--- config.mk ---
export PLATFORM = sky130hd
export DESIGN_NAME = crc32_8023
export DESIGN_NICKNAME = d
export VERILOG_FILES = /design/src/verilog/gmii_tx_pkg.sv /design/src/verilog/crc32_8023.sv
export SDC_FILE = /design/constraint.sdc
export NUM_CORES = 1
export LEC_CHECK = 0
export ABC_AREA = 0
export BUFFER_PORTS_ARGS = -buffer_cell sky130_fd_sc_hd__buf_2
export CAP_MARGIN = 15
export CORE_ASPECT_RATIO = 0.5
export CORE_UTILIZATION = 55
export CTS_CLUSTER_DIAMETER = 30
export DETAILED_ROUTE_END_ITERATION = 8
export HOLD_SLACK_MARGIN = 0.03
export PLACE_DENSITY = 0.83
export SLEW_MARGIN = 30
export SYNTH_ARGS = -nofsm -noshare
export SYNTH_HDL_FRONTEND = slang
export SYNTH_SLANG_ARGS = --single-unit
--- constraint.sdc ---
create_clock -name gtx_clk -period 2.76 [get_ports gtx_clk]
set_input_delay 0.276 -clock gtx_clk [delete_from_list [all_inputs] [get_ports gtx_clk]]
set_output_delay 0.276 -clock gtx_clk [all_outputs]
set_load 0.03 [all_outputs]
--- src/verilog/gmii_tx_pkg.sv ---
package gmii_tx_pkg;

  ////////////////////////////////////////
  // widths and frame format
  ////////////////////////////////////////
  localparam int byte_w          = 8;      // one GMII byte
  localparam int ptr_w           = 16;     // length word
  localparam int len_w           = 11;     // byte count field of a length word
  localparam logic [7:0] preamble_byte = 8'h55;
  localparam int preamble_len    = 7;
  localparam logic [7:0] sfd_byte      = 8'hd5;
  localparam int min_payload     = 60;     // pad target
  localparam int fcs_len         = 4;
  localparam int frame_overhead  = 12;     // preamble + sfd + fcs
  localparam int ifg_cycles      = 12;

  ////////////////////////////////////////
  // internal buffers
  ////////////////////////////////////////
  localparam int data_fifo_depth = 4096;
  localparam int ptr_fifo_depth  = 32;
  localparam int bp_threshold    = 2560;   // worst frame still fits above this

  typedef enum logic [3:0] {
    b_idle, b_preamble, b_len_load, b_first_rd, b_payload,
    b_last, b_pad_chk, b_pad, b_fcs
  } builder_state_e;

  typedef enum logic [2:0] {
    s_idle, s_len_wait, s_start, s_stream, s_gap
  } sender_state_e;

endpackage

--- src/verilog/crc32_8023.sv ---
`timescale 1ns/1ps

module crc32_8023 (
  input  logic                            gtx_clk,
  input  logic                            rstn,
  input  logic                            crc_init_i,
  input  logic                            crc_calc_i,
  input  logic                            crc_dv_i,
  input  logic [gmii_tx_pkg::byte_w-1:0]  crc_din_i,
  output logic [gmii_tx_pkg::byte_w-1:0]  crc_dout_o
);
  import gmii_tx_pkg::*;

  logic [31:0] crc_q;

  // reflected crc-32, data bits taken lsb first
  function automatic logic [31:0] crc_byte(input logic [31:0] c,
                                           input logic [byte_w-1:0] d);
    logic [31:0] r;
    logic        fb;
    r = c;
    for (int i = 0; i < byte_w; i++) begin
      fb = r[0] ^ d[i];
      r  = r >> 1;
      if (fb) r = r ^ 32'hedb8_8320;
    end
    return r;
  endfunction

  always_ff @(posedge gtx_clk or negedge rstn) begin
    if (!rstn) begin
      crc_q <= '1;
    end else if (crc_init_i) begin
      crc_q <= '1;                           // preset at frame start
    end else if (crc_calc_i) begin
      crc_q <= crc_byte(crc_q, crc_din_i);
    end else if (crc_dv_i) begin
      crc_q <= {8'hff, crc_q[31:8]};         // next fcs byte down
    end
  end

  // low-order byte goes out first
  assign crc_dout_o = ~crc_q[byte_w-1:0];

endmodule

==> flow_summary.toml, run 1 <==
[run_status]
status = "completed"

[clock_tree]
cts_resized = 0
insertion_delay_ns = 0.29
cts_max_level = 2
cts_tree = "yes"
post_cts_buffers = 0
cts.clk_slew.worst_paths_ns = 0.07
cts_made_buffers = 5
cts_sinks = 32
cts-root-buf = "clkbuf_8"
hold_buffers = 0
cts_buffer_depth = 2

[yosys]
avgSynthCellArea_um2 = 11.7
synth_edf_count = 0
synth_nets = 229
ys_warn_count = 0
async_reset_ff_share_pct = 100
synth_area_leader_cell = "dfstp_2"
synthCells = 216
ys_seq_area_share_pct = 33.2
synth_top_area_share_pct = 33.2
netlist_area_mm2 = 0.00253
synth_most_common_cell = "dfstp_2"
yosysUniqueCellTypes = 23
ys.flop_type = "dfstp_2"
ys_top_cells_by_count = "dfstp_2 (32), xnor3_1 (20), xnor2_1 (19)"
synthTopCellsByArea = "dfstp_2 (33%), xnor3_1 (18%), xnor2_1 (6.6%)"
synth-seq-cells = 32

[layout]
syn_to_final_growth_pct = 9.25
final_core_util_pct = 62.8
nNetsFinal = 246
drive_above_1_share_pct = 34.2
top_regs = "crc_q x32"
num_antenna_cells = 0
largest_register = "crc_q"
largest_reg_flops = 32

[global_routing]
grt_pass1_vias = 1562
grt_usage_pct = 22.0
gr-total-overflow = 0
grt_max_degree = 33
grt_pass1_wl_mm = 8.02
antenna_found_initial = 0

[critical_path]
criticalPathCategory = "register to register"
required_ns = 2.97
crit_fanout = 6
crit_top_cell = "xnor3_1"
cp-end-kind = "register"
critPathSlowestCell = "dfstp_2"
arrival_ns = 2.27
start_kind = "register"
r2r_cells = 4
crit_path_cell_trace = "xnor2_2 -> xnor3_1 -> xnor3_1 -> a211o_1"
cpPeakStageDelay_ns = 0.57

[floorplan]
die_x_um = 97.9
rows = 17
fp.dieArea_mm2 = 0.00489
start_util_pct = 57.5
ioPinCount = 21
core-area_mm2 = 0.00440
die_h_um = 50.0

[power_and_ir_drop]
max-vdd-ir-drop_mv = 0.419
p_leak_nw = 1.32
p_per_area_mw_per_mm2 = 1280

[placement]
place_congestion = 0.859
portBuffers = 20
dp_hpwl_mm = 3.35

[timing]
worst_pin_slew_ns = 0.744
drv_slew = 0
clock_skew_ns = 0.00566
relSlewSlack_pct = 50.2
period_share_pct = 74.4
layout_min_cycle_time_ns = 2.05
hold_viol_final = 0
finalSetupViolations = 0
max_freq_mhz = 487
grt_setup_unrepaired = "false"
fin_tns_setup_ns = 0

[drt]
drtPass1Iterations = 4
vias_per_cell = 5.48
dr.first_iter.drc_count = 86
via_count = 1595
routedWlPerCell_um = 16.8
finalWirelength_mm = 4.89
route.detailed.drc = 0
final_antenna_net_count = 0

[min_path]
hold_class = "input port to async pin"

[job]
max_cap_viol_count = 0
-- cells in the final DEF (no fill, tap or decap), types with 6 or more instances in the layout --
cell / instances
nor2_1: 18
a21oi_1: 15
clkbuf_8: 6
xnor2_2: 9
xor2_1: 12
xnor3_1: 20
nand2_1: 15
xnor2_1: 19
inv_1: 9
buf_2: 20
dfstp_2: 32
mux2i_1: 15
a21o_1: 6
a211o_1: 8
-- final cells by class --
class,instances,area (um^2)
inverter,9,33.8
sequential,32,841
tap,57,71.3
clock buffer,6,82.6
timing repair buffer,22,115
multi-input combinational,163,1610
clock inverter,2,10.0
fill,348,1640
-- final timing paths --
check	start	to	slack [ns]
worst max-delay path	crc_q[0]	crc_q[18]	0.71
worst min-delay path	rstn	crc_q[15]	0.43
worst max register to register	crc_q[0]	crc_q[18]	0.71
worst min register to register	crc_q[24]	crc_q[24]	0.52
max in group asynchronous	rstn	crc_q[2]	2.29
min in group gtx_clk	crc_init_i	crc_q[11]	0.46
-- metal layers --
metal | wire length (um) | up-vias | GRT usage (%)
met4 | 50 | 0 | 7.07
met3 | 137 | 8 | 3.97
met1 | 2420 | 803 | 31.5
met5 | 0 | - | 0
li1 | - | 762 | -
met2 | 2280 | 22 | 34.3
-- critical path: cells and delay by family (launching register included) --
family	cells	cell delay, ns
DFF	1	0.57
AOI/OAI and AO/OA	1	0.30
xor gates and xnor gates	3	1.11
-- power by group --
group | switching [mW] | internal [mW] | leakage, nW
logic | 0.926 | 1.31 | 0.928
registers | 0.167 | 0.750 | 0.337
clock network | 0.180 | 0.199 | 0.0510
total | 1.27 | 2.26 | 1.32
-- per-stage QoR --
step	setup slack [ns]	total power, mW	area, um^2	instances	hold slack, ns
after floorplan	0.813	2.77	2530	216	0.128
after global placement	0.788	3.08	2670	283	0.498
after detailed placement	0.716	3.14	2670	283	0.513
after CTS	0.694	3.55	2760	291	0.443
after global routing	0.637	3.72	2760	291	0.454
final	0.706	3.53	2760	291	0.428
-- cell families (layout without fill, tap and decap cells) --
logic type	after synthesis	after routing	share of synthesized area (%)
and+or+nand+nor	34	34	5.14
muxes	19	19	7.71
DFF	32	32	33.2
AOI/OAI and AO/OA	44	44	11.0
xor gates and xnor gates	66	66	39.8
buffers and inverters	21	39	3.12
Power figures use the tool's default switching activity.
==> run 2: changes to the inputs <==
ABC_AREA = 1   (was 0)
CORE_UTILIZATION = 54   (was 55)
PLACE_DENSITY = 0.85   (was 0.83)
clock period = 1.82 ns   (was 2.76 ns; I/O delays follow)
==> run 2 against run 1 <==
Compared with the run above: clock skew up 0.0071 ns; clock power grew 85%; flip-flop and latch count did not move; critical endpoint is now crc_q[20]; largest power group unchanged; highest routed layer unchanged.
==> flow_summary.toml, run 2 <==
[timing]
finalSetupViolations = 0
layout_min_cycle_time_ns = 1.75
period_share_pct = 96.2
max_freq_mhz = 571
relSlewSlack_pct = 50.2
clock_skew_ns = 0.0128
hold_viol_final = 0
drv_slew = 0
fin_hold_ws_ns = 0.230
worst_pin_slew_ns = 0.747

[drt]
dr.first_iter.drc_count = 236
vias_per_cell = 5.74
drtPass1Iterations = 5
final_antenna_net_count = 0
finalWirelength_mm = 7.33
route.detailed.drc = 0
routedWlPerCell_um = 15.7
via_count = 2673

[clock_tree]
cts_tree = "yes"
cts_sinks = 32
cts_made_buffers = 5
cts_max_level = 2
cts_buffer_depth = 2
cts-root-buf = "clkbuf_8"
insertion_delay_ns = 0.30
cts.clk_slew.worst_paths_ns = 0.08

[critical_path]
cpPeakStageDelay_ns = 0.57
critPathSlowestCell = "dfstp_2"
start_kind = "register"
arrival_ns = 1.97
criticalPathCategory = "register to register"
required_ns = 2.04
crit_path_cell_trace = "inv_2 -> nand2_1 -> nand2_1 -> nand2_2 -> nand2_4 -> inv_2 -> nand2_2 -> nand2_4 -> inv_2 -> nand2_1 -> nand3_1 -> a21oi_1"
crit_fanout = 6
cp-end-kind = "register"
cp_top_family = "simple AND/OR/NAND/NOR gates"
path_buf_inv = 3

[global_routing]
grt_max_degree = 33
grt_pass1_vias = 2494
gr-total-overflow = 0
grt_use_met2_pct = 51.4
use_met1_pct = 42.7
grt_usage_pct = 31.3
antenna_found_initial = 0
top_usage_layer = "met2"
use_met3_pct = 5.15
grt_pass1_wl_mm = 11.8

[placement]
dp_hpwl_mm = 5.23
place_congestion = 0.927
portBuffers = 20
post_dp_cell_area_mm2 = 0.00273

[yosys]
synth_compound_area_share_pct = 11.4
synthCells = 376
muxShareOfSynthArea_pct = 0
ys.flop_type = "dfstp_2"
synth_top_family_by_area = "simple AND/OR/NAND/NOR gates"
ys_top_cells_by_count = "nand2_1 (122), inv_1 (47), nand3_1 (35)"
avgSynthCellArea_um2 = 6.72
synth-adder-area-share_pct = 0
synth_most_common_cell = "nand2_1"
yosysUniqueCellTypes = 29
synth_edf_count = 0
synthTopCellsByArea = "dfstp_2 (33%), nand2_1 (18%), inv_1 (7.0%)"
async_reset_ff_share_pct = 100
netlist_area_mm2 = 0.00252
synth_area_leader_cell = "dfstp_2"
synth-simple-area-share_pct = 35.5
yosys.area_share.xor_xnor_pct = 9.61
synth-seq-cells = 32
ys_seq_area_share_pct = 33.3
synth_top_area_share_pct = 33.3
ys_warn_count = 0
synth_nets = 389

[floorplan]
ioPinCount = 21
fp.dieArea_mm2 = 0.00497
core-area_mm2 = 0.00445
die_x_um = 98.7
rows = 17
start_util_pct = 56.8
die_h_um = 50.4

[layout]
top_regs = "crc_q x32"
largest_register = "crc_q"
num_antenna_cells = 0
largest_reg_flops = 32
nNetsFinal = 421
final_cell_mix = "nand2_1 (115), inv_1 (47), nand3_1 (35)"
final_common_cell = "nand2_1"
fin_area_mm2 = 0.00297
syn_to_final_growth_pct = 17.6
drive_above_1_share_pct = 28.4

[run_status]
status = "completed"

[min_path]
hold_class = "input port to register"

[job]
max_cap_viol_count = 0

[power_and_ir_drop]
p_per_area_mw_per_mm2 = 1170
p_leak_nw = 1.50
max-vdd-ir-drop_mv = 0.544
[run 2: layout make-up]
cell class,instances,area (um^2)
Multi-Input combinational cell,279,1530
Fill cell,378,1480
Sequential cell,32,841
Inverter,59,224
Timing Repair Buffer,31,195
Clock buffer,6,72.6
Tap cell,57,71.3
Clock inverter,2,35.0
[run 2: kinds of logic (layout without fill, tap and decap cells)]
family          count (synthesis)  in the layout
buf+inv                        65             98
xor+xnor                       26             26
flops                          32             32
simple gates                  201            201
compound gates                 52             52
[run 2: worst paths after layout]
kind	depth (start not counted)	slack, ns	from	end
worst max-delay path	12	0.07	crc_q[0]	crc_q[20]
worst min-delay path	5	0.23	crc_dv_i	crc_q[4]
worst max register to register	12	0.07	crc_q[0]	crc_q[20]
worst min register to register	2	0.51	crc_q[15]	crc_q[15]
max in group asynchronous	1	1.44	rstn	crc_q[13]
min in group asynchronous	1	0.33	rstn	crc_q[0]
[run 2: per-stage QoR]
stage / std cells / total power [mW] / setup slack (ns) / utilization, % / TNS [ns]
floorplan: 376 / 2.24 / 0.228 / - / 0
global placement: 454 / 2.56 / 0.108 / 61.3 / 0
detailed placement: 454 / 2.62 / 0.0404 / 61.3 / 0
CTS: 462 / 3.32 / 0.0248 / 63.7 / 0
global route: 466 / 3.72 / -0.00901 / 66.8 / -0.00901
finish: 466 / 3.49 / 0.0697 / 66.8 / 0
[run 2: routing by layer]
| layer | vias up | routed length (um) | part of all wire [%] |
|---|---|---|---|
| li1 | 1244 | - | - |
| met1 | 1236 | 3060 | 42 |
| met2 | 169 | 3300 | 45 |
| met3 | 24 | 811 | 11 |
| met4 | 0 | 159 | 2.2 |
| met5 | - | 0 | 0 |
[run 2: what timing repair did]
action                     in CTS  in global routing
setup buffers                   0                  4
hold buffers                    0                  0
resized for setup               0                 21
setup endpoints to repair       0                 13
[run 2: power breakdown]
part           internal, mW  switching, mW
Sequential            0.943          0.141
Clock                 0.407          0.294
Combinational         0.603           1.10
[run 2: worst register-to-register path, delay by kind of cell (launching register included)]
| kind | cells | cell delay (ns) |
|---|---|---|
| AOI/OAI and AO/OA | 1 | 0.18 |
| buffers and inverters | 3 | 0.19 |
| DFF | 1 | 0.57 |
| and+or+nand+nor | 8 | 0.75 |
==> run 3: changes to the inputs <==
ABC_CLOCK_PERIOD_IN_PS = 1820   (was unset)
GPL_TIMING_DRIVEN = 0   (was unset)
==> run 3 against run 2 <==
Compared with the run above: largest cell class unchanged; clock power down 15%; global-route usage grew 0.40 points; first-iteration DRC count is 37% higher.
==> flow_summary.toml, run 3 (same netlist as run 2, synthesis figures left out) <==
[min_path]
worstHoldStart = "crc_dv_i"
holdPathStages = 5
hold_class = "input port to register"
holdPathEnd = "crc_q[24]"

[timing]
worst_pin_slew_ns = 0.745
period_share_pct = 96.0
drv_slew = 0
max_freq_mhz = 572
hold_viol_final = 0
finalSetupViolations = 0
clock_skew_ns = 0.00822
grt_setup_unrepaired = "false"
fin_tns_setup_ns = 0
relSlewSlack_pct = 50.3
layout_min_cycle_time_ns = 1.75

[power_and_ir_drop]
p_leak_nw = 1.45
clkPwrFrac_pct = 18.0
p_comb_share_pct = 50.1
p_sw_share_pct = 45.5
p_int_mw = 1.81
p_per_area_mw_per_mm2 = 1160
power.switching_mw = 1.52
max-vdd-ir-drop_mv = 0.603
pwr-share-seq_pct = 32.0

[layout]
nNetsFinal = 418
fin_area_mm2 = 0.00288
largest_register = "crc_q"
nFillCells = 386
final_common_cell = "nand2_1"
multiInputGateArea_mm2 = 0.00150
num_antenna_cells = 0
largest_reg_flops = 32
syn_to_final_growth_pct = 14.0
seq_area_um2 = 841
top_regs = "crc_q x32"
final_cell_mix = "nand2_1 (115), inv_1 (47), nand3_1 (35)"
drive_above_1_share_pct = 26.8

[critical_path]
cp-end-kind = "register"
start_kind = "register"
required_ns = 2.06
criticalPathCategory = "register to register"
r2r_slack_ns = 0.07
r2r-end = "crc_q[21]"
arrival_ns = 1.98
r2r_cells = 13
crit_fanout = 8
r2r_start = "crc_q[5]"

[global_routing]
gr-total-overflow = 0
grt_usage_pct = 31.7
grt_pass1_vias = 2315
grt_max_degree = 33
grt_pass1_wl_mm = 11.7
antenna_found_initial = 0

[drt]
drtPass1Iterations = 5
final_antenna_net_count = 0
dr.first_iter.drc_count = 324
via_count = 2578
finalWirelength_mm = 7.40
route.detailed.drc = 0
routedWlPerCell_um = 16.0
vias_per_cell = 5.57

[floorplan]
rows = 17
fp.dieArea_mm2 = 0.00497
ioPinCount = 21
start_util_pct = 56.8
core-area_mm2 = 0.00445
die_h_um = 50.4
die_x_um = 98.7

[job]
max_cap_viol_count = 0

[placement]
post_dp_cell_area_mm2 = 0.00270
dp_hpwl_mm = 5.23
portBuffers = 20
place_congestion = 0.992

[clock_tree]
hold_buffers = 0
cts-root-buf = "clkbuf_8"
cts_max_level = 2
cts_tree = "yes"
insertion_delay_ns = 0.30
cts.clk_slew.worst_paths_ns = 0.07
cts_buffer_depth = 2
cts_made_buffers = 5
cts_sinks = 32

[run_status]
status = "completed"
run 3: worst max-delay path, stage by stage, from the launching register on:
cell and delay, ns:
dfstp_2 0.57, inv_1 0.05, nand2_1 0.06, nand2_2 0.16, nand2_1 0.15, nand2_2 0.08, nand2_2 0.07, nand2_2 0.08
inv_2 0.10, nand2_1 0.06, nand3_1 0.07, nand3_1 0.08, nand2_1 0.10, inv_1 0.04
run 3: worst max-delay path by stage:
stage                     from   endpoint  slack [ns]  cells after the start
floorplan             crc_q[2]   crc_q[4]        0.23                     11
global placement      crc_q[0]  crc_q[23]        0.11                     12
detailed placement  crc_calc_i  crc_q[25]        0.05                      6
CTS                   crc_q[0]  crc_q[20]        0.04                     12
global route          crc_q[2]  crc_q[16]       0.001                     12
finish                crc_q[5]  crc_q[21]        0.07                     13
run 3: metal layers:
metal | vias up | part of all wire [%] | track usage, %
met2 | 143 | 44 | 49.8
met4 | 0 | 2.4 | 11.2
met5 | - | 0 | 0
li1 | 1236 | - | -
met1 | 1177 | 44 | 44.0
met3 | 22 | 10 | 6.41
run 3: area by class of cell:
type                       count  area share [%]
timing repair buffer          22            4.00
multi-input combinational    279            52.2
buffer                         6            1.22
inverter                      59            7.78
sequential                    32            29.2
tap                           57            2.48
clock buffer                   8            3.13
run 3: what timing repair did:
action	4_1_cts	5_1_grt
endpoints found under the hold margin	0	0
endpoints found under the setup margin	0	11
resized for setup	0	19
buffers inserted	0	2
run 3: per-stage QoR:
stage	power, mW	worst slack (ns)	instances	hold slack, ns	utilization, %
6_report	3.33	0.0722	463	0.230	64.8
5_1_grt	3.54	0.00145	463	0.265	64.8
4_1_cts	3.20	0.0420	461	0.227	62.7
3_5_place_dp	2.61	0.0514	453	0.503	60.7
3_3_place_gp	2.53	0.107	453	0.497	60.7
2_1_floorplan	2.24	0.228	376	0.0342	-
run 3: power groups by stage:
stage / Sequential [mW] / Clock [mW] / Combinational [mW]
6_report: 1.06 / 0.598 / 1.67
5_1_grt: 1.09 / 0.628 / 1.82
4_1_cts: 1.06 / 0.593 / 1.55
3_5_place_dp: 1.07 / 0 / 1.54
3_3_place_gp: 1.06 / 0 / 1.47
2_1_floorplan: 1.04 / 0 / 1.20
