`src/verilog/gmii_tx_pkg.sv`:
```
package gmii_tx_pkg;

  ////////////////////////////////////////
  // widths and frame format
  ////////////////////////////////////////
  localparam int byte_w          = 8;      // one GMII byte
  localparam int ptr_w           = 16;     // length word
  localparam int len_w           = 11;     // byte count field of a length word
  localparam logic [7:0] preamble_byte = 8'h55;
  localparam int preamble_len    = 7;
  localparam logic [7:0] sfd_byte      = 8'hd5;
  localparam int min_payload     = 60;     // pad target
  localparam int fcs_len         = 4;
  localparam int frame_overhead  = 12;     // preamble + sfd + fcs
  localparam int ifg_cycles      = 12;

  ////////////////////////////////////////
  // internal buffers
  ////////////////////////////////////////
  localparam int data_fifo_depth = 4096;
  localparam int ptr_fifo_depth  = 32;
  localparam int bp_threshold    = 2560;   // worst frame still fits above this

  typedef enum logic [3:0] {
    b_idle, b_preamble, b_len_load, b_first_rd, b_payload,
    b_last, b_pad_chk, b_pad, b_fcs
  } builder_state_e;

  typedef enum logic [2:0] {
    s_idle, s_len_wait, s_start, s_stream, s_gap
  } sender_state_e;

endpackage

```
`src/verilog/gmii_sender.sv`:
```
`timescale 1ns/1ps

module gmii_sender (
  input  logic                            gtx_clk,
  input  logic                            rstn,
  output logic                            lbuf_rd_o,
  input  logic [gmii_tx_pkg::ptr_w-1:0]   lbuf_dout_i,
  input  logic                            lbuf_empty_i,
  output logic                            tlbuf_rd_o,
  input  logic [gmii_tx_pkg::ptr_w-1:0]   tlbuf_dout_i,
  input  logic                            tlbuf_empty_i,
  output logic                            dbuf_rd_o,
  input  logic [gmii_tx_pkg::byte_w-1:0]  dbuf_dout_i,
  output logic                            tdbuf_rd_o,
  input  logic [gmii_tx_pkg::byte_w-1:0]  tdbuf_dout_i,
  output logic                            gtx_dv_o,
  output logic [gmii_tx_pkg::byte_w-1:0]  gm_tx_d_o
);
  import gmii_tx_pkg::*;

  sender_state_e     state;
  logic              sel_t;
  logic [len_w-1:0]  cnt;
  logic              data_rd;
  logic              rd_d;        // buffer byte valid this cycle
  logic [byte_w-1:0] byte_sel;
  logic [len_w-1:0]  len_sel;

  assign byte_sel   = sel_t ? tdbuf_dout_i : dbuf_dout_i;
  assign len_sel    = sel_t ? tlbuf_dout_i[len_w-1:0] : lbuf_dout_i[len_w-1:0];
  assign dbuf_rd_o  = data_rd & ~sel_t;
  assign tdbuf_rd_o = data_rd &  sel_t;

  always_ff @(posedge gtx_clk or negedge rstn) begin
    if (!rstn) begin
      state      <= s_idle;
      sel_t      <= 1'b0;
      cnt        <= '0;
      data_rd    <= 1'b0;
      lbuf_rd_o  <= 1'b0;
      tlbuf_rd_o <= 1'b0;
    end else begin
      lbuf_rd_o  <= 1'b0;
      tlbuf_rd_o <= 1'b0;
      case (state)
        s_idle: begin
          if (!tlbuf_empty_i) begin
            sel_t      <= 1'b1;
            tlbuf_rd_o <= 1'b1;
            state      <= s_len_wait;
          end else if (!lbuf_empty_i) begin
            sel_t     <= 1'b0;
            lbuf_rd_o <= 1'b1;
            state     <= s_len_wait;
          end
        end
        s_len_wait: state <= s_start;                  // read latency
        s_start: begin
          cnt     <= len_sel;                          // whole frame is buffered
          data_rd <= 1'b1;
          state   <= s_stream;
        end
        s_stream: begin
          if (cnt > 1) begin
            cnt <= cnt - 1'b1;
          end else begin
            data_rd <= 1'b0;
            cnt     <= len_w'(ifg_cycles);
            state   <= s_gap;
          end
        end
        s_gap: begin
          if (cnt > 1) cnt <= cnt - 1'b1;
          else state <= s_idle;
        end
        default: state <= s_idle;
      endcase
    end
  end

  ////////////////////////////////////////
  // GMII output register
  ////////////////////////////////////////
  always_ff @(posedge gtx_clk or negedge rstn) begin
    if (!rstn) begin
      rd_d      <= 1'b0;
      gtx_dv_o  <= 1'b0;
      gm_tx_d_o <= '0;
    end else begin
      rd_d      <= data_rd;
      gtx_dv_o  <= rd_d;
      gm_tx_d_o <= rd_d ? byte_sel : '0;             // idle bus stays at zero
    end
  end

endmodule

```
`config.mk`:
```
export PLATFORM = sky130hd
export DESIGN_NAME = gmii_sender
export DESIGN_NICKNAME = d
export VERILOG_FILES = /design/src/verilog/gmii_tx_pkg.sv /design/src/verilog/gmii_sender.sv
export SDC_FILE = /design/constraint.sdc
export NUM_CORES = 1
export LEC_CHECK = 0
export BUFFER_PORTS_ARGS = -buffer_cell sky130_fd_sc_hd__buf_2
export CAP_MARGIN = 20
export CORE_MARGIN = 3
export CORE_UTILIZATION = 50
export CTS_BUF_LIST = sky130_fd_sc_hd__clkbuf_16
export DETAILED_ROUTE_END_ITERATION = 16
export GPL_ROUTABILITY_DRIVEN = 0
export PLACE_DENSITY = 0.83
export SLEW_MARGIN = 25
export SYNTH_ARGS = -nofsm -noshare
export SYNTH_HDL_FRONTEND = slang
export SYNTH_SLANG_ARGS = --single-unit
```
`constraint.sdc`:
```
create_clock -name gtx_clk -period 2.8 [get_ports gtx_clk]
set_input_delay 0.56 -clock gtx_clk [delete_from_list [all_inputs] [get_ports gtx_clk]]
set_output_delay 0.56 -clock gtx_clk [all_outputs]
set_load 0.05 [all_outputs]
```
==> results of run 1 <==
layout make-up:
class	instances	area (µm²)	area share, %
clock buffers	3	75.07	3.797
flip-flops and latches	28	700.7	35.44
well taps	44	55.05	2.785
repair buffers	55	277.8	14.05
multi-input cells	121	857.1	43.35
inverters	3	11.26	0.5696
through the flow:
step / worst slack (ps) / hold WS, ps / power, µW / util (%) / std cells
detailed placement: 674.8 / 411.6 / 1526 / 61.29 / 251
floorplan: 762.9 / 264.4 / 1351 / - / 163
global placement: 691.9 / 398.5 / 1503 / 61.29 / 251
finish: 622.3 / 320.8 / 1836 / 63.71 / 254
global route: 380.3 / 368.3 / 1971 / 63.71 / 254
CTS: 647.9 / 332.9 / 1838 / 63.71 / 254
logic make-up after synthesis:
logic type	share of synthesized area, %
adders and majority gates	1.518
AOI/OAI and AO/OA	20.35
muxes	10.93
buffers and inverters	5.467
and+or+nand+nor	19.21
DFF	42.52
layer usage:
layer / global-route usage [%] / wire length (µm)
met1: 23.68 / 1527
met3: 4.635 / 340
met5: 0 / 0
met4: 6.199 / 19
met2: 30.25 / 1727
critical path, stage by stage (launching register included):
cell	delay (ps)
dfrtp_1	430
inv_1	110
ha_1	190
o21bai_1	180
and4_1	260
o21ai_2	470
o21ai_0	170
a22o_1	260
state kept, by name (all words and copies together), names as in the netlist:
signal and cells:
cnt 11, gm_tx_d_o 8, state 3, data_rd 1, gtx_dv_o 1, lbuf_rd_o 1
rd_d 1, sel_t 1, tlbuf_rd_o 1
power by group through the flow:
stage	clock network (µW)	registers [µW]	logic, µW
floorplan	0	803	549
global placement	0	703	800
detailed placement	0	711	815
CTS	317	703	818
global route	329	743	900
finish	313	706	817
placed cells by master (no fill, tap or decap), types with 2 or more instances in the layout:
master,instances
dfrtp_1,28
nor3_1,4
nand2b_1,3
a21oi_1,6
clkbuf_16,3
o32ai_1,2
mux2i_1,18
o22ai_1,2
a31oi_1,3
inv_1,3
nor2_1,8
buf_2,54
o21bai_1,2
nor4_1,5
o21ai_0,14
ha_1,2
a22o_1,6
nand3_1,3
nor2b_1,10
or3_1,2
nand2_1,7
final timing paths:
path	start	slack, ps	end	cells past startpoint
worst max-delay path	cnt[1]	620	cnt[5]	7
worst min-delay path	rstn	320	gm_tx_d_o[7]	1
worst max register to register	cnt[1]	620	cnt[5]	7
worst min register to register	data_rd	430	rd_d	0
max in group asynchronous	rstn	2070	cnt[10]	1
min in group gtx_clk	data_rd	430	rd_d	0
==> results.json, run 1 <==
{
  "dieArea_um2": 4020,
  "p_sw_uw": 766.7,
  "status": "finished, final reports clean",
  "globalRouteOverflowTotal": 0,
  "numCtsBuffers": 3,
  "cts_resized": 0,
  "syn_to_final_growth_pct": 19.97,
  "slew_headroom_pct": 57.81,
  "vias": 1452,
  "ys.flop_type": "dfrtp_1",
  "syn_area_per_cell_um2": 10.11,
  "root_buffer": "clkbuf_16",
  "p_clk_share_pct": 17.0,
  "yosys_register_bits": 28,
  "synthArstFlopShare_pct": 100.0,
  "antenna_found_initial": 0,
  "rows": 20,
  "firstDrtPassIters": 4,
  "combPwrFrac_pct": 44.5,
  "clockBufferDepth": 2,
  "period_share_pct": 77.78,
  "yosys_warnings": 0,
  "report.final.slew_viol_count": 0,
  "synth.area.top_cells": "dfrtp_1, mux2i_1, o21ai_0",
  "ys_top_cells_by_count": "dfrtp_1, mux2i_1, o21ai_0",
  "start_util_pct": 53.10,
  "drtAntennaViolNets": 0,
  "vdd_drop_max_mv": 0.4222,
  "hold_viol_final": 0,
  "worstPathMaxFanout": 15,
  "grt_pass1_vias": 1380,
  "clkLatencyLatePin_ps": 260,
  "track_usage_pct": 18.44,
  "switching_share_pct": 41.75,
  "grt_max_degree": 29,
  "grt_pass1_wl_mm": 6.085,
  "num_antenna_cells": 0,
  "numPortBuffers": 54,
  "cts.htree.levels": 1,
  "fillerInstances": 266,
  "drtIter0Drc": 45,
  "die_x_um": 63.41,
  "p_int_uw": 1070,
  "dpl-instance-area_um2": 1902,
  "period_minus_slack_ps": 2178,
  "synth-seq-area-share_pct": 42.52,
  "core_um2": 3103,
  "startpoint_type": "register",
  "cp.arrival_ps": 2320,
  "skew_ps": 3.216,
  "io_pins": 65,
  "p_leak_uw": 0.0009244,
  "setup_violations": 0,
  "synth.most_common_cell": "dfrtp_1",
  "synth_cells": 163,
  "crit_type": "register to register",
  "tightest_slew_ps": 632.9,
  "postCtsSetupRepairBufs": 0,
  "routed_wirelength_mm": 3.614,
  "yosysTopAreaCell": "dfrtp_1",
  "finalNetCount": 266,
  "wire_per_inst_um": 14.23,
  "end_kind": "register",
  "power_frac_seq_pct": 38.4,
  "viasPerCell": 5.717,
  "rsz0062_at_grt": "false",
  "cp.required_ps": 2950,
  "fmax_mhz": 459.2,
  "die-height_um": 63.41,
  "clk_pin_slew_ps": 60,
  "place_hpwl_mm": 2.677,
  "cap_violations": 0,
  "syn_area_um2": 1648,
  "ys_types": 49,
  "cts_sinks": 28,
  "hold_class": "input pin to asynchronous set/reset pin",
  "syn_nets": 217,
  "p_per_area_nw_per_um2": 928.9,
  "synth_top_area_share_pct": 42.52,
  "synth_edf_count": 0,
  "tritoncts": "yes",
  "layout-drive-gt1-share_pct": 30.95,
  "route.detailed.drc": 0,
  "postLayoutCellArea_um2": 1977,
  "postCtsHoldBufs": 0,
  "fin_tns_setup_ps": 0
}
Power figures use the tool's default switching activity.
==> run 2: changes to the inputs <==
- ABC_AREA: default -> 1
- CORE_UTILIZATION: 50 -> 49
- PLACE_DENSITY: 0.83 -> 0.81
- clock period: 2.8 -> 2.2 ns (I/O delays scaled with it)
==> results.json, run 2 <==
{
  "status": "finished, final reports clean",
  "synth.area.top_cells": "dfrtp_1, nand2_1, nor2_1",
  "grt_pass1_wl_mm": 6.575,
  "mostFrequentLayoutCell": "nand2_1",
  "place_hpwl_mm": 2.923,
  "p_leak_uw": 0.001118,
  "synth_fa_ha_area_share_pct": 1.466,
  "antenna_found_initial": 0,
  "cts_sinks": 28,
  "viasPerCell": 4.906,
  "fin_tns_setup_ps": 0,
  "drtIter0Drc": 72,
  "drtAntennaViolNets": 0,
  "report.final.slew_viol_count": 0,
  "tightest_slew_ps": 620.8,
  "worstPathMaxFanout": 12,
  "synthArstFlopShare_pct": 100.0,
  "vias": 1619,
  "crit_type": "register to output pin",
  "whs_ps": 188.2,
  "tritoncts": "yes",
  "cts_resized": 0,
  "fmax_mhz": 542.0,
  "dieArea_um2": 4227,
  "setup_violations": 0,
  "numCtsBuffers": 3,
  "ys.flop_type": "dfrtp_1",
  "core_um2": 3178,
  "ys_top_cells_by_count": "nand2_1, nor2_1, dfrtp_1",
  "setup_ws_ps": 355.1,
  "clk_pin_slew_ps": 70,
  "syn_to_final_growth_pct": 24.71,
  "numPortBuffers": 54,
  "route.detailed.drc": 0,
  "yosys_warnings": 0,
  "vdd_drop_max_mv": 0.6500,
  "wire_per_inst_um": 11.73,
  "cp.arrival_ps": 1400,
  "synth_cells": 231,
  "routed_wirelength_mm": 3.870,
  "cts.htree.levels": 1,
  "instances_no_fill": 330,
  "track_usage_pct": 19.76,
  "layout-drive-gt1-share_pct": 33.22,
  "yosys_register_bits": 28,
  "synth.most_common_cell": "nand2_1",
  "clkLatencyLatePin_ps": 260,
  "hold_viol_final": 0,
  "postCtsSetupRepairBufs": 0,
  "period_share_pct": 83.86,
  "muxShareOfSynthArea_pct": 0,
  "firstDrtPassIters": 4,
  "start_util_pct": 53.70,
  "seqCellArea_um2": 700.7,
  "hold_class": "input pin to asynchronous set/reset pin",
  "postCtsHoldBufs": 0,
  "syn_area_um2": 1707,
  "largest_reg_flops": 11,
  "cp.required_ps": 1760,
  "top_regs": "cnt (11), gm_tx_d_o (8), state (3)",
  "synth_compound_area_share_pct": 12.54,
  "synth-simple-area-share_pct": 34.46,
  "die_x_um": 65.02,
  "cap_violations": 0,
  "syn_nets": 285,
  "finalNetCount": 341,
  "startpoint_type": "register",
  "rsz0062_at_grt": "false",
  "slew_headroom_pct": 58.62,
  "multi_input_area_um2": 888.4,
  "synth_edf_count": 0,
  "yosysTopAreaCell": "dfrtp_1",
  "regMostFlops": "cnt",
  "final_cell_mix": "nand2_1, buf_2, nor2_1",
  "grt_max_degree": 29,
  "io_pins": 65,
  "syn_area_per_cell_um2": 7.388,
  "die-height_um": 65.02,
  "synth_top_area_share_pct": 41.06,
  "synth-seq-area-share_pct": 41.06,
  "ys_types": 25,
  "globalRouteOverflowTotal": 0,
  "root_buffer": "clkbuf_16",
  "period_minus_slack_ps": 1845,
  "placedCellCount": 326,
  "skew_ps": 2.701,
  "fillerInstances": 288,
  "rows": 20,
  "synth_top_family_by_area": "simple AND/OR/NAND/NOR gates",
  "end_kind": "output pin",
  "p_per_area_nw_per_um2": 1455,
  "num_antenna_cells": 0,
  "synth-xor-area-share_pct": 3.592,
  "dpl_worst_slack_ps": 410.3,
  "clockBufferDepth": 2,
  "fin_util_pct": 66.97,
  "grt_pass1_vias": 1532
}
run 2: per-stage QoR:
stage,cell area (µm²),power (µW)
final,2128,3098
after detailed placement,2023,2555
after floorplan,1707,2205
after global placement,2023,2510
after CTS,2128,3107
after global routing,2128,3353
run 2: metal layers:
metal  track usage, %  vias to the layer above  share of wire, %  routed length [µm]
li1                 -                      833                 -                   -
met1            23.19                      715                42                1630
met2            37.42                       67                48                1873
met3            2.426                        4               8.3                 322
met4            5.440                        0               1.1                  44
met5                0                        -                 0                   0
run 2: report_power, final:
part	internal, µW	switching (µW)	total [µW]
Combinational	539	1120	1660
Sequential	711	188	899
Clock	362	175	537
Total	1610	1490	3100
run 2: area by class of cell:
type                            count  area share, %
Multi-Input combinational cell    174          41.74
Timing Repair Buffer               57          13.76
Sequential cell                    28          32.92
Clock inverter                      1          1.411
Inverter                           23          4.056
Tap cell                           44          2.587
Clock buffer                        3          3.527
run 2: worst paths after layout:
kind,from,end,slack [ps],cells past startpoint
max,sel_t,dbuf_rd_o,360,3
min,rstn,gm_tx_d_o[3],190,1
max reg2reg,cnt[1],cnt[4],370,9
min reg2reg,data_rd,rd_d,430,0
max in group asynchronous,rstn,cnt[0],1610,1
min in group gtx_clk,lbuf_empty_i,lbuf_rd_o,350,2
run 2: cells by family (layout without fill, tap and decap cells):
group,count (synthesis),in the layout
AND/OR/NAND/NOR,130,130
AO/OA/AOI/OAI,35,35
buffers and inverters,29,84
flip-flops,28,28
XOR/XNOR,7,7
adder cells (fa/ha/maj),2,2
run 2: critical path: stages, from the launching register on:
cell and delay, ps:
dfrtp_1 520, buf_4 240, nor2_1 110, buf_2 270
==> run 3: changes to the inputs <==
- clock period: 2.2 -> 1.8 ns (I/O delays scaled with it)
==> results.json, run 3 (synthesized netlist as in run 2, its figures left out) <==
{
  "p_leak_uw": 0.001124,
  "top_regs": "cnt (11), gm_tx_d_o (8), state (3)",
  "rows": 20,
  "hold_class": "input pin to asynchronous set/reset pin",
  "cap_violations": 0,
  "p_sw_uw": 1825,
  "layout-drive-gt1-share_pct": 33.80,
  "die_x_um": 65.02,
  "start_util_pct": 53.70,
  "period_minus_slack_ps": 1627,
  "clockBufferDepth": 2,
  "setup_violations": 0,
  "place_hpwl_mm": 2.813,
  "routed_wirelength_mm": 3.864,
  "crit_type": "register to register",
  "dpl-instance-area_um2": 2031,
  "syn_to_final_growth_pct": 25.44,
  "antenna_found_initial": 0,
  "report.final.slew_viol_count": 0,
  "cts_sinks": 28,
  "hold_viol_final": 0,
  "route.detailed.drc": 0,
  "status": "finished, final reports clean",
  "postLayoutCellArea_um2": 2141,
  "startpoint_type": "register",
  "placedCellCount": 327,
  "p_per_area_nw_per_um2": 1782,
  "track_usage_pct": 19.90,
  "period_share_pct": 90.41,
  "wire_per_inst_um": 11.67,
  "setup_ws_ps": 172.6,
  "vias": 1615,
  "numPortBuffers": 54,
  "vdd_drop_max_mv": 0.7963,
  "core_um2": 3178,
  "cp.required_ps": 1950,
  "viasPerCell": 4.879,
  "firstDrtPassIters": 4,
  "tightest_slew_ps": 618.5,
  "regMostFlops": "cnt",
  "cts.htree.levels": 1,
  "power_frac_seq_pct": 28.2,
  "grt_pass1_vias": 1559,
  "cp.arrival_ps": 1780,
  "clkLatencyLatePin_ps": 260,
  "dieArea_um2": 4227,
  "final_cell_mix": "nand2_1, buf_2, nor2_1",
  "drtAntennaViolNets": 0,
  "worstPathMaxFanout": 12,
  "p_int_uw": 1990,
  "drtIter0Drc": 51,
  "instances_no_fill": 331,
  "skew_ps": 4.260,
  "rsz0062_at_grt": "false",
  "postCtsSetupRepairBufs": 0,
  "io_pins": 65,
  "clk_pin_slew_ps": 70,
  "switching_share_pct": 47.83,
  "slew_headroom_pct": 58.77,
  "grt_pass1_wl_mm": 6.624,
  "fmax_mhz": 614.5,
  "largest_reg_flops": 11,
  "end_kind": "register",
  "grt_max_degree": 29,
  "globalRouteOverflowTotal": 0,
  "tritoncts": "yes",
  "p_clk_share_pct": 17.2,
  "num_antenna_cells": 0,
  "mostFrequentLayoutCell": "nand2_1",
  "die-height_um": 65.02,
  "root_buffer": "clkbuf_16",
  "finalPower_uw": 3815,
  "dpl_worst_slack_ps": 97.56,
  "numCtsBuffers": 3,
  "fin_tns_setup_ps": 0,
  "combPwrFrac_pct": 54.6,
  "finalNetCount": 342
}
run 3: changes by cell type in the layout (fill, tap and decap cells not counted):
cell and change:
nor3_2 +1, buf_4 +1, nor3_1 -1
run 3: path summary, 6_finish.rpt:
kind                                   start           end  slack [ps]  cells past startpoint
worst max-delay path                  cnt[1]        cnt[4]         170                      9
worst min-delay path                    rstn  gm_tx_d_o[3]         110                      1
worst max register to register        cnt[1]        cnt[4]         170                      9
worst min register to register       data_rd          rd_d         450                      0
max in group asynchronous               rstn        cnt[7]        1290                      1
min in group gtx_clk            lbuf_empty_i     lbuf_rd_o         280                      2
run 3: critical path, cell delays in order, from the launching register on:
cell	delay [ps]
dfrtp_1	380
buf_4	140
nor2_2	130
nand2_2	110
nor2_4	140
nand2_2	90
nand3_2	90
nand2_2	200
nor2_2	170
a21oi_2	40
run 3: repair_timing:
action,CTS,global route
gates resized for setup,0,1
endpoints found under the setup margin,0,11
hold buffers,0,0
run 3: power groups by stage:
stage	registers (µW)	logic [µW]	clock network [µW]
after floorplan	1310	1380	0
after global placement	1070	2020	0
after detailed placement	1080	2060	0
after CTS	1070	2100	660
after global routing	1120	2340	698
final	1080	2080	655
run 3: final cells by class:
type / count / area [µm²]
clock buffers: 3 / 75.07
clock inverters: 1 / 30.03
fillers: 276 / 1037
inverters: 23 / 86.33
multi-input cells: 174 / 893.4
flip-flops and latches: 28 / 700.7
well taps: 44 / 55.05
repair buffers: 58 / 300.3
run 3: layer usage:
metal  global-route usage, %  part of all wire (%)  vias up
li1                        -                     -      830
met3                   2.946                   7.4        6
met1                   22.95                    41      709
met2                   37.80                    50       70
met4                   5.440                   1.3        0
met5                       0                     0        -
run 3: through the flow:
| stage | hold slack, ps | util (%) |
|---|---|---|
| floorplan | 64.41 | - |
| global placement | 401.4 | 63.90 |
| detailed placement | 406.3 | 63.90 |
| CTS | 129.2 | 67.20 |
| global route | 173.0 | 67.36 |
| finish | 108.4 | 67.36 |
